`config.mk`:
```
export PLATFORM = sky130hd
export DESIGN_NAME = mem_stage_top
export DESIGN_NICKNAME = d
export VERILOG_FILES = /design/src/design/mem_stage_pkg.sv /design/src/design/mem_stage_reg.sv /design/src/design/mem_access_ctrl.sv /design/src/design/mem_byte_lane.sv /design/src/design/mem_writeback.sv /design/src/design/mem_stage_top.sv
export VERILOG_INCLUDE_DIRS = /design/src /design/src/include
export SDC_FILE = /design/constraint.sdc
export NUM_CORES = 1
export LEC_CHECK = 0
export BUFFER_PORTS_ARGS = -buffer_cell sky130_fd_sc_hd__buf_2
export CORE_AREA = 2 2 257 259
export DETAILED_ROUTE_END_ITERATION = 10
export DIE_AREA = 0 0 259 261
export GPL_ROUTABILITY_DRIVEN = 0
export GPL_TIMING_DRIVEN = 0
export PLACE_DENSITY_LB_ADDON = 0.08
export SETUP_SLACK_MARGIN = 0.05
export SYNTH_ARGS = -nofsm -noshare
export SYNTH_HDL_FRONTEND = slang
export SYNTH_SLANG_ARGS = --single-unit
export TNS_END_PERCENT = 10
```
`constraint.sdc`:
```
create_clock -name clk -period 7.5 [get_ports clk]
set_clock_uncertainty 0.2 [all_clocks]
set_input_delay 1.5 -clock clk [delete_from_list [all_inputs] [get_ports clk]]
set_output_delay 1.5 -clock clk [all_outputs]
set_load 0.005 [all_outputs]
```
`src/include/mem_stage_consts.svh`:
```
// widths are fixed for rv64 with an 8-byte data word; changing them needs matching typedef review
`ifndef MEM_STAGE_CONSTS_SVH
`define MEM_STAGE_CONSTS_SVH

// ********************
// datapath widths
// ********************
`define MEM_XLEN      64   // data and address word
`define MEM_INST_W    32   // instruction word

// byte lanes per data word
`define MEM_LANES     8

// ********************
// instruction fields
// ********************
`define MEM_REG_ID_W  5    // register index width
`define MEM_RD_LSB    7    // rd sits at inst[11:7]

// link value is pc plus one instruction
`define MEM_PC_STEP   4

`endif

```
`src/design/mem_stage_pkg.sv`:
```
// types only; the enum encodings are local to this stage and are not riscv opcodes
`default_nettype none

package mem_stage_pkg;

    `include "mem_stage_consts.svh"

    // ********************
    // vector types
    // ********************
    typedef logic [`MEM_XLEN-1:0]              xlen_t;      // data or address
    typedef logic [`MEM_INST_W-1:0]            inst_t;
    typedef logic [`MEM_REG_ID_W-1:0]          reg_id_t;
    typedef logic [7:0]                        byte_t;
    typedef logic [`MEM_LANES-1:0]             lane_mask_t; // one bit per lane
    typedef logic [$clog2(`MEM_LANES)-1:0]     lane_off_t;  // byte offset in word

    // ********************
    // stage operations
    // ********************
    typedef enum logic [3:0] {
        OP_NONE, OP_ALU, OP_LINK, OP_CSR,       // no memory access
        OP_LB, OP_LH, OP_LW, OP_LD,             // signed loads
        OP_LBU, OP_LHU, OP_LWU,                 // unsigned loads
        OP_SB, OP_SH, OP_SW, OP_SD              // stores
    } mem_op_t;

    // access size, bytes = 1 << size
    typedef enum logic [1:0] {
        SZ_B,
        SZ_H,
        SZ_W,
        SZ_D
    } acc_size_t;

endpackage

`default_nettype wire

```
`src/design/mem_stage_reg.sv`:
```
// holds one item; loads whenever out_ready is high, so a bubble is captured too
`timescale 1ns/1ps
`default_nettype none

module mem_stage_reg (
    input  logic                  clk,
    input  logic                  rst,
    input  logic                  in_valid,
    input  mem_stage_pkg::xlen_t  in_pc,
    input  mem_stage_pkg::inst_t  in_inst,
    input  mem_stage_pkg::mem_op_t in_op,
    input  mem_stage_pkg::xlen_t  in_alu,
    input  mem_stage_pkg::xlen_t  in_src2,
    input  logic                  out_ready,
    output logic                  st_valid,
    output mem_stage_pkg::xlen_t  st_pc,
    output mem_stage_pkg::inst_t  st_inst,
    output mem_stage_pkg::mem_op_t st_op,
    output mem_stage_pkg::xlen_t  st_alu,
    output mem_stage_pkg::xlen_t  st_src2
);

    import mem_stage_pkg::*;

    // ********************
    // control part
    // ********************
    always_ff @(posedge clk) begin
        if (rst) begin
            st_valid <= 1'b0;
            st_op    <= OP_NONE;      // no write-back, no access
        end else if (out_ready) begin
            st_valid <= in_valid;
            st_op    <= in_op;
        end
        // out_ready low keeps the item in place
    end

    // ********************
    // payload part
    // ********************
    always_ff @(posedge clk) begin
        if (out_ready) begin
            st_pc   <= in_pc;
            st_inst <= in_inst;
            st_alu  <= in_alu;    // result or effective address
            st_src2 <= in_src2;   // store data or csr old value
        end
    end

endmodule

`default_nettype wire

```
`src/design/mem_access_ctrl.sv`:
```
// memory read is combinational; mem_we is a one-cycle strobe tied to the downstream handshake
`timescale 1ns/1ps
`default_nettype none

module mem_access_ctrl (
    input  logic                    st_valid,
    input  mem_stage_pkg::mem_op_t  st_op,
    input  mem_stage_pkg::xlen_t    st_alu,
    input  logic                    out_ready,
    output mem_stage_pkg::acc_size_t acc_size,
    output mem_stage_pkg::lane_off_t acc_off,
    output logic                    acc_signed,
    output logic                    is_load,
    output logic                    mem_re,
    output mem_stage_pkg::xlen_t    mem_raddr,
    output logic                    mem_we,
    output mem_stage_pkg::xlen_t    mem_waddr
);

    import mem_stage_pkg::*;

    logic is_store;

    // ********************
    // op decode
    // ********************
    always_comb begin
        acc_size   = SZ_D;
        acc_signed = 1'b0;
        is_load    = 1'b0;
        is_store   = 1'b0;
        case (st_op)
            OP_LB:  begin acc_size = SZ_B; acc_signed = 1'b1; is_load = 1'b1; end
            OP_LH:  begin acc_size = SZ_H; acc_signed = 1'b1; is_load = 1'b1; end
            OP_LW:  begin acc_size = SZ_W; acc_signed = 1'b1; is_load = 1'b1; end
            OP_LD:  begin acc_size = SZ_D; acc_signed = 1'b1; is_load = 1'b1; end
            OP_LBU: begin acc_size = SZ_B; is_load = 1'b1; end
            OP_LHU: begin acc_size = SZ_H; is_load = 1'b1; end
            OP_LWU: begin acc_size = SZ_W; is_load = 1'b1; end
            OP_SB:  begin acc_size = SZ_B; is_store = 1'b1; end
            OP_SH:  begin acc_size = SZ_H; is_store = 1'b1; end
            OP_SW:  begin acc_size = SZ_W; is_store = 1'b1; end
            OP_SD:  begin acc_size = SZ_D; is_store = 1'b1; end
            default: ;  // alu, link, csr, none
        endcase
    end

    // byte offset inside the 8-byte word
    assign acc_off = st_alu[$bits(lane_off_t)-1:0];

    // ********************
    // memory port
    // ********************
    assign mem_raddr = is_load  ? st_alu : '0;   // quiet address when idle
    assign mem_waddr = is_store ? st_alu : '0;

    assign mem_re = st_valid && is_load;
    // fires only in the cycle the item leaves, so once per store
    assign mem_we = st_valid && is_store && out_ready;

endmodule

`default_nettype wire

```
`src/design/mem_byte_lane.sv`:
```
// LANE must be below MEM_LANES; mask and data are by size and offset only, so gate with mem_we
`timescale 1ns/1ps
`default_nettype none

`include "mem_stage_consts.svh"

module mem_byte_lane #(
    parameter int LANE = 0
) (
    input  mem_stage_pkg::acc_size_t acc_size,
    input  mem_stage_pkg::lane_off_t acc_off,
    input  mem_stage_pkg::xlen_t     store_data,
    input  mem_stage_pkg::xlen_t     read_data,
    output logic                     wmask_bit,
    output mem_stage_pkg::byte_t     wdata_byte,
    output mem_stage_pkg::byte_t     rdata_byte
);

    import mem_stage_pkg::*;

    localparam lane_off_t  LANE_IDX = lane_off_t'(LANE);
    localparam logic [4:0] LANES    = 5'(`MEM_LANES);

    logic [4:0] n_bytes;     // 1, 2, 4 or 8
    logic [4:0] lane_end;    // first lane past the access
    lane_off_t  wr_src;      // src2 byte for this lane
    logic [4:0] rd_pos;      // rdata byte that lands here

    // ********************
    // store placement
    // ********************
    always_comb begin
        n_bytes   = 5'd1 << acc_size;
        lane_end  = 5'(acc_off) + n_bytes;
        wr_src    = LANE_IDX - acc_off;   // wraps, only used when in range
        wmask_bit = (LANE_IDX >= acc_off) && (5'(LANE_IDX) < lane_end);
        wdata_byte = wmask_bit ? store_data[wr_src*8 +: 8] : '0;
    end

    // ********************
    // load extraction
    // ********************
    always_comb begin
        rd_pos = 5'(acc_off) + 5'(LANE_IDX);
        // bytes past lane 7 read as zero
        if (rd_pos < LANES) begin
            rdata_byte = read_data[rd_pos[2:0]*8 +: 8];
        end else begin
            rdata_byte = '0;
        end
    end

endmodule

`default_nettype wire

```
`src/design/mem_writeback.sv`:
```
// load_bytes arrive already aligned to lane 0; bytes above the access size are ignored here
`timescale 1ns/1ps
`default_nettype none

`include "mem_stage_consts.svh"

module mem_writeback (
    input  logic                     st_valid,
    input  mem_stage_pkg::xlen_t     st_pc,
    input  mem_stage_pkg::inst_t     st_inst,
    input  mem_stage_pkg::mem_op_t   st_op,
    input  mem_stage_pkg::xlen_t     st_alu,
    input  mem_stage_pkg::xlen_t     st_src2,
    input  mem_stage_pkg::acc_size_t acc_size,
    input  logic                     acc_signed,
    input  mem_stage_pkg::xlen_t     load_bytes,
    output logic                     reg_wr_en,
    output mem_stage_pkg::reg_id_t   reg_wr_id,
    output mem_stage_pkg::xlen_t     reg_wr_value
);

    import mem_stage_pkg::*;

    logic  fill;       // extension bit
    xlen_t load_ext;

    // ********************
    // load extension
    // ********************
    always_comb begin
        case (acc_size)
            SZ_B: begin
                fill     = acc_signed && load_bytes[7];
                load_ext = {{(`MEM_XLEN-8){fill}}, load_bytes[7:0]};
            end
            SZ_H: begin
                fill     = acc_signed && load_bytes[15];
                load_ext = {{(`MEM_XLEN-16){fill}}, load_bytes[15:0]};
            end
            SZ_W: begin
                fill     = acc_signed && load_bytes[31];
                load_ext = {{(`MEM_XLEN-32){fill}}, load_bytes[31:0]};
            end
            default: begin
                fill     = 1'b0;   // full width, nothing to extend
                load_ext = load_bytes;
            end
        endcase
    end

    // ********************
    // result select
    // ********************
    always_comb begin
        case (st_op)
            OP_ALU:  reg_wr_value = st_alu;
            OP_LINK: reg_wr_value = st_pc + xlen_t'(`MEM_PC_STEP);  // return address
            OP_CSR:  reg_wr_value = st_src2;   // old csr value
            OP_LB, OP_LH, OP_LW, OP_LD,
            OP_LBU, OP_LHU, OP_LWU: reg_wr_value = load_ext;
            default: reg_wr_value = '0;   // stores and none
        endcase
    end

    assign reg_wr_en = st_valid && (st_op != OP_NONE) &&
                       !(st_op inside {OP_SB, OP_SH, OP_SW, OP_SD});
    assign reg_wr_id = st_inst[`MEM_RD_LSB +: `MEM_REG_ID_W];   // rd field

endmodule

`default_nettype wire

```
`src/design/mem_stage_top.sv`:
```
// one item in flight, one-cycle latency; memory must answer mem_rdata in the same cycle
`timescale 1ns/1ps
`default_nettype none

`include "mem_stage_consts.svh"

module mem_stage_top (
    input  logic                     clk,
    input  logic                     rst,
    // upstream
    input  logic                     in_valid,
    output logic                     in_ready,
    input  mem_stage_pkg::xlen_t     in_pc,
    input  mem_stage_pkg::inst_t     in_inst,
    input  mem_stage_pkg::mem_op_t   in_op,
    input  mem_stage_pkg::xlen_t     in_alu,
    input  mem_stage_pkg::xlen_t     in_src2,
    // downstream
    output logic                     out_valid,
    input  logic                     out_ready,
    output mem_stage_pkg::xlen_t     out_pc,
    output mem_stage_pkg::inst_t     out_inst,
    output logic                     reg_wr_en,
    output mem_stage_pkg::reg_id_t   reg_wr_id,
    output mem_stage_pkg::xlen_t     reg_wr_value,
    // memory
    output logic                     mem_re,
    output mem_stage_pkg::xlen_t     mem_raddr,
    input  mem_stage_pkg::xlen_t     mem_rdata,
    output logic                     mem_we,
    output mem_stage_pkg::xlen_t     mem_waddr,
    output mem_stage_pkg::xlen_t     mem_wdata,
    output mem_stage_pkg::lane_mask_t mem_wmask
);

    import mem_stage_pkg::*;

    localparam int BYTE_W = `MEM_XLEN / `MEM_LANES;

    logic      st_valid;
    xlen_t     st_pc;
    inst_t     st_inst;
    mem_op_t   st_op;
    xlen_t     st_alu;
    xlen_t     st_src2;
    acc_size_t acc_size;
    lane_off_t acc_off;
    logic      acc_signed;
    logic      is_load;
    xlen_t     lane_rdata;   // rdata seen by the lanes
    xlen_t     load_bytes;   // aligned load data

    // no internal stall left
    assign in_ready  = out_ready;
    assign out_valid = st_valid;
    assign out_pc    = st_pc;
    assign out_inst  = st_inst;

    mem_stage_reg u_reg (
        .clk, .rst, .in_valid, .in_pc, .in_inst, .in_op, .in_alu, .in_src2, .out_ready,
        .st_valid, .st_pc, .st_inst, .st_op, .st_alu, .st_src2
    );

    mem_access_ctrl u_ctrl (
        .st_valid, .st_op, .st_alu, .out_ready,
        .acc_size, .acc_off, .acc_signed, .is_load,
        .mem_re, .mem_raddr, .mem_we, .mem_waddr
    );

    // lanes see zero unless a load is in the register
    assign lane_rdata = is_load ? mem_rdata : '0;

    // ********************
    // byte lanes
    // ********************
    for (genvar i = 0; i < `MEM_LANES; i++) begin : g_lane
        mem_byte_lane #(.LANE(i)) u_lane (
            .acc_size,
            .acc_off,
            .store_data (st_src2),
            .read_data  (lane_rdata),
            .wmask_bit  (mem_wmask[i]),
            .wdata_byte (mem_wdata[i*BYTE_W +: BYTE_W]),
            .rdata_byte (load_bytes[i*BYTE_W +: BYTE_W])
        );
    end

    mem_writeback u_wb (
        .st_valid, .st_pc, .st_inst, .st_op, .st_alu, .st_src2,
        .acc_size, .acc_signed, .load_bytes,
        .reg_wr_en, .reg_wr_id, .reg_wr_value
    );

endmodule

`default_nettype wire

```
* Yosys cells after proc, flatten, opt, wreduce, memory -nomap -nowiden
Cells that the tools add are included.
Cells by class: reduce and logical (&&, ||, !) cells 26, eq/ne operators 16, magnitude comparators 24, mux-type cells 25, $add $sub $neg 17, shift operators 17
Operators with widths (count):
- $shiftx A64 B7 Y8 | 16
- $pmux W64 S4 | 1
- $mux W64 | 3
- $pmux W64 S3 | 1
- $mux W8 | 16
- $add A64 B3 Y64 const B | 1
- $lt A5 B4 Y1 const B | 7
- $eq A4 B4 Y1 const B | 7
- $lt A3 B5 Y1 const A | 4
- $add A3 B3 Y4 const B | 4
- $eq A4 B3 Y1 const B | 4
- $logic_and A1 B1 Y1 | 16
- $ge A3 B3 Y1 const A | 4
- $sub A3 B3 Y3 const A | 4
- $lt A1 B5 Y1 const A | 2
- $lt A2 B5 Y1 const A | 2
- $reduce_or A3 Y1 | 3
- $add A3 B2 Y4 const B | 2
- $eq A4 B2 Y1 const B | 2
- $reduce_bool A4 Y1 | 2
- $reduce_or A4 Y1 | 2
- $reduce_or A7 Y1 | 1
- $ge A1 B3 Y1 const A | 2
- $ge A2 B3 Y1 const A | 2
- 13 further kinds | 17
Storage, ports and cells: word-level logic and storage cells 131, output and inout port bits 370, input bits 296, register bits 229

* Longest topological paths before layout
Gate-level depths: netlist of the first run.
depth in word-level cells 9, gate-level depth with buffers 15, mapped depth without buffers 11

* Cells and area by module
From an unflattened synthesis of the first run, not the netlist that was laid out.
Second synthesis, totals: cell total of the unflattened synthesis 1827, area total of the unflattened synthesis 20971.4 µm²
Modules (own cells, without submodules):
- mem_stage_reg | cells an instance 240, times used 1, sequential area each 6826.5 µm², area an instance 6906.6 µm²
- mem_writeback | cells an instance 474, times used 1, sequential area each 0.0 µm², area an instance 3144.3 µm²
- mem_byte_lane (g_lane[6].u_lane) | cells an instance 153, times used 1, sequential area each 0.0 µm², area an instance 1418.9 µm²
- mem_byte_lane (g_lane[2].u_lane) | cells an instance 128, times used 1, sequential area each 0.0 µm², area an instance 1321.3 µm²
- mem_byte_lane (g_lane[5].u_lane) | cells an instance 146, times used 1, sequential area each 0.0 µm², area an instance 1287.5 µm²
- mem_byte_lane (g_lane[1].u_lane) | cells an instance 89, times used 1, sequential area each 0.0 µm², area an instance 1234.9 µm²
- mem_byte_lane (g_lane[0].u_lane) | cells an instance 102, times used 1, sequential area each 0.0 µm², area an instance 1229.9 µm²
- mem_access_ctrl | cells an instance 163, times used 1, sequential area each 0.0 µm², area an instance 1024.7 µm²
- mem_byte_lane (g_lane[3].u_lane) | cells an instance 77, times used 1, sequential area each 0.0 µm², area an instance 977.2 µm²
- mem_byte_lane (g_lane[4].u_lane) | cells an instance 88, times used 1, sequential area each 0.0 µm², area an instance 963.4 µm²
- mem_byte_lane (g_lane[7].u_lane) | cells an instance 96, times used 1, sequential area each 0.0 µm², area an instance 944.7 µm²
- mem_stage_top | cells an instance 71, times used 1, sequential area each 0.0 µm², area an instance 518.0 µm²

* Worst setup path after synthesis of the first run
OpenSTA, ideal clock, no wires.
path kind register -> output, start point register u_reg.st_alu[1], end point output port reg_wr_value[39], arrival time 4.153 ns, stages on the path, launching flop included 15, setup slack 1.647 ns, path buffers 6, required time 5.800 ns, cell sequence edfxtp_1 > buf_4 > buf_2 > buf_1 > clkbuf_1 > inv_1 > ha_1 > ha_1 > buf_1 > a2111oi_0 > nor4_1 > a2111oi_4 > clkbuf_1 > a21oi_1 > a211o_1
Between the ends: word-level cells in the longest chain between the ends 6, elaborated cells between the ends (all ways) 20, those cells by class 3 x add/sub; 4 x order compare; 4 x shift; 6 x mux; 3 x reduce/logical
RTL lines:
- start, declared | line mem_stage_reg.sv:19 | output mem_stage_pkg::xlen_t st_alu,
- start signal, assigned | line mem_stage_reg.sv:46 | st_alu <= in_alu;
- $add A3 B2 Y4 or $add A3 B1 Y4 (tied branches) | line mem_byte_lane.sv:44 | rd_pos = 5'(acc_off) + 5'(LANE_IDX);
- $shiftx A64 B7 Y8 or $lt A5 B4 Y1 (tied branches) | line mem_byte_lane.sv:47, mem_byte_lane.sv:46
- $mux W8 | line mem_byte_lane.sv:46 | if (rd_pos < LANES) begin
- $logic_and A1 B1 Y1, on equally long branches | line mem_writeback.sv:41, mem_writeback.sv:37
- $pmux W64 S3 * | line mem_writeback.sv:31 | case (acc_size)
- $pmux W64 S4 * | line mem_writeback.sv:55 | case (st_op)
- end, declared | line mem_stage_top.sv:25 | output mem_stage_pkg::xlen_t reg_wr_value,
Mark *: on every way between the ends. The rest lies on a longest branch, timed or not.

* Worst setup path in the final report of the first run
start point register u_reg.st_alu[1], end point output port reg_wr_value[20]
Between the ends: word-level cells in the longest chain between the ends 6, elaborated cells between the ends (all ways) 15, those cells by class 2 x add/sub; 3 x order compare; 3 x shift; 5 x mux; 2 x reduce/logical
RTL lines:
- $add A3 B1 Y4 | line mem_byte_lane.sv:44
- $shiftx A64 B7 Y8 or $lt A5 B4 Y1 (tied branches) | line mem_byte_lane.sv:47, mem_byte_lane.sv:46
- $mux W8 | line mem_byte_lane.sv:46
- $logic_and A1 B1 Y1 | line mem_writeback.sv:37 | fill = acc_signed && load_bytes[15];
- $pmux W64 S3 * | line mem_writeback.sv:31
- $pmux W64 S4 * | line mem_writeback.sv:55
Marks and branches as above.

==> results of run 1 <==
-- placed cells by master, fill, tap and decap left out, types with 9 or more instances in the layout --
cell | netlist | layout
nand3_1 | 29 | 29
inv_1 | 23 | 23
nor3_1 | 13 | 11
nor4_1 | 17 | 17
nand2b_1 | 9 | 9
a222oi_1 | 13 | 13
buf_1 | 13 | 12
a22oi_1 | 20 | 20
diode_2 | 0 | 15
and2_1 | 72 | 72
mux2i_1 | 95 | 95
xnor2_1 | 47 | 47
ha_1 | 15 | 15
nor2b_1 | 13 | 13
nor2_1 | 77 | 77
o221ai_1 | 13 | 13
o21ai_0 | 39 | 39
clkinv_2 | 0 | 9
a221oi_1 | 20 | 20
o211ai_1 | 24 | 24
mux4_2 | 122 | 122
nand2_1 | 94 | 94
clkbuf_16 | 0 | 29
buf_4 | 19 | 18
a21oi_1 | 53 | 53
and3_1 | 82 | 82
clkbuf_1 | 68 | 63
buf_2 | 25 | 688
nand4_1 | 11 | 11
edfxtp_1 | 224 | 224
xor2_1 | 17 | 17
a221o_1 | 9 | 9
-- routing by layer --
metal	vias up	track usage, %	wire length (µm)
met2	947	47.3	47500
met1	8184	34.1	37800
li1	6805	-	-
met5	-	0	228
met4	36	10.9	4470
met3	225	8.44	9170
-- flip-flops by register name (all words and copies together) (netlist names) --
signal and cells:
u_reg.st_pc 64, u_reg.st_op 4, u_reg.st_valid 1, u_reg.st_inst 32
u_reg.st_alu 64, u_reg.st_src2 64
-- timing repair --
| item | in CTS | in global routing |
|---|---|---|
| hold endpoints to repair | 0 | 0 |
| pin swaps | 0 | 0 |
| resized for setup | 1 | 6 |
| endpoints found under the setup margin | 97 | 23 |
-- kinds of logic (layout without fill, tap and decap cells) --
| group | after synthesis | in the layout | synth area share (%) |
|---|---|---|---|
| fa+ha+maj | 16 | 16 | 1.28 |
| mux | 224 | 224 | 23.4 |
| compound gates | 243 | 243 | 10.7 |
| buf+inv | 151 | 866 | 4.23 |
| simple gates | 443 | 443 | 14.7 |
| other cells | 0 | 15 | 0 |
| xor+xnor | 64 | 64 | 3.47 |
| flops | 229 | 229 | 42.2 |
-- final cells by class --
class	count	area share, %
Antenna cell	15	0.174
Buffer	123	2.72
Clock buffer	30	3.38
Clock inverter	23	0.853
Inverter	24	0.418
Multi-Input combinational cell	990	40.2
Sequential cell	229	31.6
Tap cell	864	5.01
Timing Repair Buffer	666	15.6
-- path summary, 6_finish.rpt --
path,startpoint,end,slack (ns),cells after the start
setup / recovery,u_reg.st_alu[1],reg_wr_value[20],0.15,12
hold / removal,u_reg.st_valid,u_reg.st_valid,0.37,2
setup reg to reg,u_reg.st_op[3],u_reg.st_op[3],5.57,4
hold reg to reg,u_reg.st_valid,u_reg.st_valid,0.37,2
-- power breakdown --
| part | leakage [nW] | total (mW) | internal, mW | switching (mW) |
|---|---|---|---|---|
| Combinational | 6.55 | 1.37 | 0.577 | 0.792 |
| Sequential | 2.23 | 1.72 | 1.53 | 0.190 |
| Clock | 0.451 | 1.37 | 0.774 | 0.599 |
| Total | 9.24 | 4.46 | 2.88 | 1.58 |
-- worst reg2reg max path: stages (launching register included) --
cell and delay, ns:
dfxtp_1 0.40, clkbuf_1 0.64, clkbuf_1 0.35, mux2i_1 0.13, nor2_1 0.13
-- through the flow --
step | cells | hold slack (ns)
2_1_floorplan | 1370 | 0.329
3_3_place_gp | 2899 | 0.350
3_5_place_dp | 2900 | 0.356
4_1_cts | 2950 | 0.370
5_1_grt | 2954 | 0.388
6_report | 2964 | 0.373
==> out/results.txt, run 1 <==
max frequency: 0.136 GHz
PwrDens: 207 mW/mm²
Post-DRT Antenna Nets: 0
Post-Route WL: 99.2 mm
most frequent cell after synthesis: edfxtp_1
final hold vios: 0
Post-synth top cells: 224 x edfxtp_1, 122 x mux4_2, 95 x mux2i_1
clock tree buffer depth: 3
number of fillers in the final layout: 6786
vias in the first global route: 15923
CP Class: flip-flop to output pin
share of the synthesized area in the top cell type: 41.6%
cell area after layout: 0.0216 mm²
port bufs: 665
clk_lat worst skew: 0.60 ns
Layout Nets: 2375
worst-path fanout max: 37
peak supply drop: 0.000187 V
First DRT Iteration DRCs: 1873
final setup vio count: 0
Area after DPL: 0.0206 mm²
most frequent CP cell: buf_2
via count: 16197
GRT Overall Usage: 28.2%
clk sinks: 229
Critical Path AT: 5.65 ns
top cells by area, synth: edfxtp_1 42%, mux4_2 17%, mux2i_1 5.9%, and3_1 3.2%, and2_1 2.8%
wire length per cell: 33.5 µm
RSZ-0062 raised after global routing: false
hpwl dp: 81.5 mm
area of the multi-input gates: 0.00867 mm²
status: complete, no violations
Cell variety after synth: 65
Worst Tran Pin Value: 1.26 ns
cell area after synthesis: 0.0162 mm²
I/O Pins: 666
TritonCTS Buffers: 29
largest stage delay on the critical path: 0.67 ns
HP Class: flip-flop to flip-flop
CTS Root Cell: clkbuf_16
Most used DFF post-synth: edfxtp_1
EDFF count, synth: 224
max cap viols: 0
Post-Synthesis Cells: 1370
Synthesized Nets: 1682
leakage power: 9.24 nW
CP startpoint kind: flip-flop
Yosys top cell by area: edfxtp_1
initial antenna violation count: 37
min Tclk post-route: 7.35 ns
DRT Pass-1 Iters: 6
final slew viol count: 0
die area: 0.0676 mm²
WP buf/inv: 5
die outline height: 261 µm
ys async rst share: 0%
post-CTS setup buffer count: 0
sequential element share of the synthesized area: 42.2%
row cnt: 94
final core occ: 33.2%
slew margin rel.: 15.9%
largest net degree at the start of global routing: 116
final worst-path setup slack: 0.148 ns
CTS tree: built
die width: 259 µm
GR Overflow Total: 0
CP Capture Type: output pin
DP Worst Slack: -0.541 ns
Post-route DRC: 0
Critical Path RT: 5.80 ns
storage element area: 0.00683 mm²
Pwr Total: 4.46 mW
Critical Path, Cell by Cell: buf_6 > inv_1 > ha_1 > buf_2 > mux4_2 > mux2i_1 > nor3_1 > nor2_1 > buf_2 > o221ai_1 > a221o_1 > buf_2
first-pass GRT wire length: 132 mm
synth-to-layout area growth: 33.4%
Syn Area/Cell: 11.8 µm²
slowest CP cell: edfxtp_1
Reg clk slew, reported paths: 0.07 ns
Seq cells post-synth: 229
vias per cell: 5.46
fin crit share: 98.0%
starting density of the core: 24.9%
hold buffer count at CTS: 0
Syn. warnings: 0
H-tree levels: 1
core box area: 0.0650 mm²
share of cells above drive strength 1: 43.7%
CP top delay family: buffers and inverters
Fin Setup TNS: 0 ns
Note: power is estimated with default switching activity, not from simulation.
==> run 2: changes to the inputs <==
==> constraint.sdc (replaced) <==
create_clock -name clk -period 6.69 [get_ports clk]
set_clock_uncertainty 0.2 [all_clocks]
set_input_delay 1.338 -clock clk [delete_from_list [all_inputs] [get_ports clk]]
set_output_delay 1.338 -clock clk [all_outputs]
set_load 0.005 [all_outputs]
==> run 2 against run 1 <==
- non-clock buffer count increased by 1
- die area unchanged
- setup slack got worse by 0.0053 ns
- largest cell class unchanged
- first-iteration DRC count decreased by 0.75%
- largest power group unchanged
- sequential share of layout area decreased by 0.10 points
- via count increased by 0.46%
==> out/results.txt, run 2 (synthesis results as in run 1) <==
worst min-delay path startpoint: u_reg.st_valid
starting density of the core: 24.9%
fin crit share: 97.9%
max cap viols: 0
GR Overflow Total: 0
Worst Tran Pin Value: 1.34 ns
depth of the most critical reg-to-reg path: 4
H-tree levels: 1
max frequency: 0.153 GHz
commonest non-fill, non-tap cell in the layout: buf_2
slowest CP cell: clkbuf_1
DP Worst Slack: -1.19 ns
Layout Nets: 2376
die area: 0.0676 mm²
share of cells above drive strength 1: 44.3%
setup slack, reg-to-reg: 4.71 ns
I/O Pins: 666
Worst R2R End: u_reg.st_op[3]
CTS Root Cell: clkbuf_16
slew margin rel.: 10.9%
Post-route DRC: 0
min Tclk post-route: 6.55 ns
RSZ-0062 raised after global routing: true
CP Capture Type: output pin
largest net degree at the start of global routing: 116
status: complete, no violations
peak supply drop: 0.000209 V
reg2reg start: u_reg.st_op[3]
TritonCTS Buffers: 29
via count: 16271
CP top delay family: buffers and inverters
clk sinks: 229
vias in the first global route: 15915
most frequent cells in the layout: 686 x buf_2, 224 x edfxtp_1, 122 x mux4_2
hpwl dp: 81.5 mm
Critical Path RT: 5.15 ns
Reg clk slew, reported paths: 0.06 ns
vias per cell: 5.48
DRT Pass-1 Iters: 7
hold path cells: 2
Post-DRT Antenna Nets: 0
synth-to-layout area growth: 33.8%
die width: 259 µm
final slew viol count: 0
CTS tree: built
CP startpoint kind: flip-flop
leakage power: 9.26 nW
WP buf/inv: 6
Critical Path AT: 5.01 ns
First DRT Iteration DRCs: 1859
row cnt: 94
HP Class: flip-flop to flip-flop
clk_lat worst skew: 0.61 ns
Hold Path Sink: u_reg.st_valid
first-pass GRT wire length: 132 mm
CP Class: flip-flop to output pin
post-route insts no fill: 2967
wire length per cell: 33.5 µm
final hold vios: 0
PwrDens: 232 mW/mm²
placed insts: 2900
hold buffer count at CTS: 0
final worst-path setup slack: 0.143 ns
die outline height: 261 µm
Critical Path, Cell by Cell: buf_2 > inv_1 > clkbuf_2 > ha_1 > clkbuf_1 > clkbuf_1 > mux2_2 > a222oi_1 > o211ai_1 > buf_2
Largest regs: u_reg.st_alu: 64 flops, u_reg.st_pc: 64 flops, u_reg.st_src2: 64 flops
initial antenna violation count: 39
Post-Route WL: 99.4 mm
final setup vio count: 0
clock tree buffer depth: 3
largest stage delay on the critical path: 0.76 ns
worst-path fanout max: 22
core box area: 0.0650 mm²
GRT Overall Usage: 28.3%
port bufs: 665
-- run 2: cell types whose count changed in the layout (fill, tap and decap cells not counted), sizes merged --
cell	before	now
diode	15	17
buf	723	722
clkbuf	96	97
clkdlybuf4s15	0	1
clkinv	19	18
clkinvlp	2	3
-- run 2: how the worst max path moves through the flow --
stage | end | cells after the start | slack, ns | from
after floorplan | reg_wr_value[39] | 14 | 1.0 | u_reg.st_alu[1]
after global placement | reg_wr_value[20] | 15 | -1.14 | u_reg.st_alu[1]
after detailed placement | reg_wr_value[39] | 15 | -1.19 | u_reg.st_alu[1]
after CTS | reg_wr_value[39] | 13 | 0.07 | u_reg.st_alu[1]
after global routing | reg_wr_value[23] | 10 | 0.01 | u_reg.st_alu[2]
final | reg_wr_value[23] | 10 | 0.14 | u_reg.st_alu[2]
-- run 2: area by class of cell --
cell class / count / area (µm²)
Sequential cell: 229 / 6830
Tap cell: 864 / 1080
Timing Repair Buffer: 667 / 3370
Buffer: 123 / 611
Clock inverter: 23 / 184
Multi-Input combinational cell: 990 / 8700
Fill cell: 6778 / 43400
Clock buffer: 30 / 729
Antenna cell: 17 / 42.5
Inverter: 24 / 93.8
-- run 2: worst min-delay path, cell delays in order (launching register included) --
cell and delay (ns):
dfxtp_1 0.34, mux2i_1 0.13, nor2_1 0.05
-- run 2: per-stage QoR --
stage / power, mW / hold slack (ns) / util, % / TNS, ns / instance area, µm²
2_1_floorplan: 2.60 / 0.329 / - / 0 / 16200
3_3_place_gp: 3.47 / 0.350 / 31.6 / -66.91 / 20600
3_5_place_dp: 3.47 / 0.356 / 31.7 / -69.41 / 20600
4_1_cts: 5.04 / 0.370 / 33.2 / 0 / 21600
5_1_grt: 5.19 / 0.388 / 33.2 / 0 / 21600
6_report: 5.01 / 0.369 / 33.3 / 0 / 21600
-- run 2: what timing repair did --
| item | in CTS | in global routing |
|---|---|---|
| buffers inserted | 1 | 0 |
| pin swaps | 0 | 0 |
| gates resized for setup | 15 | 8 |
| setup endpoints to repair | 109 | 31 |
-- run 2: report_power, final --
| part | total [mW] | switching, mW | internal [mW] | leakage, nW |
|---|---|---|---|---|
| Clock | 1.54 | 0.671 | 0.867 | 0.451 |
| Sequential | 1.92 | 0.213 | 1.71 | 2.23 |
| Combinational | 1.55 | 0.895 | 0.653 | 6.57 |
| Total | 5.01 | 1.78 | 3.23 | 9.26 |
-- run 2: routing by layer --
layer,vias to the layer above,track usage [%],wire length (µm),share of wire (%)
li1,6812,-,-,-
met1,8232,34.3,37700,38
met2,987,47.5,47900,48
met3,212,8.28,9380,9.4
met4,28,10.7,4290,4.3
met5,-,0,177,0.18
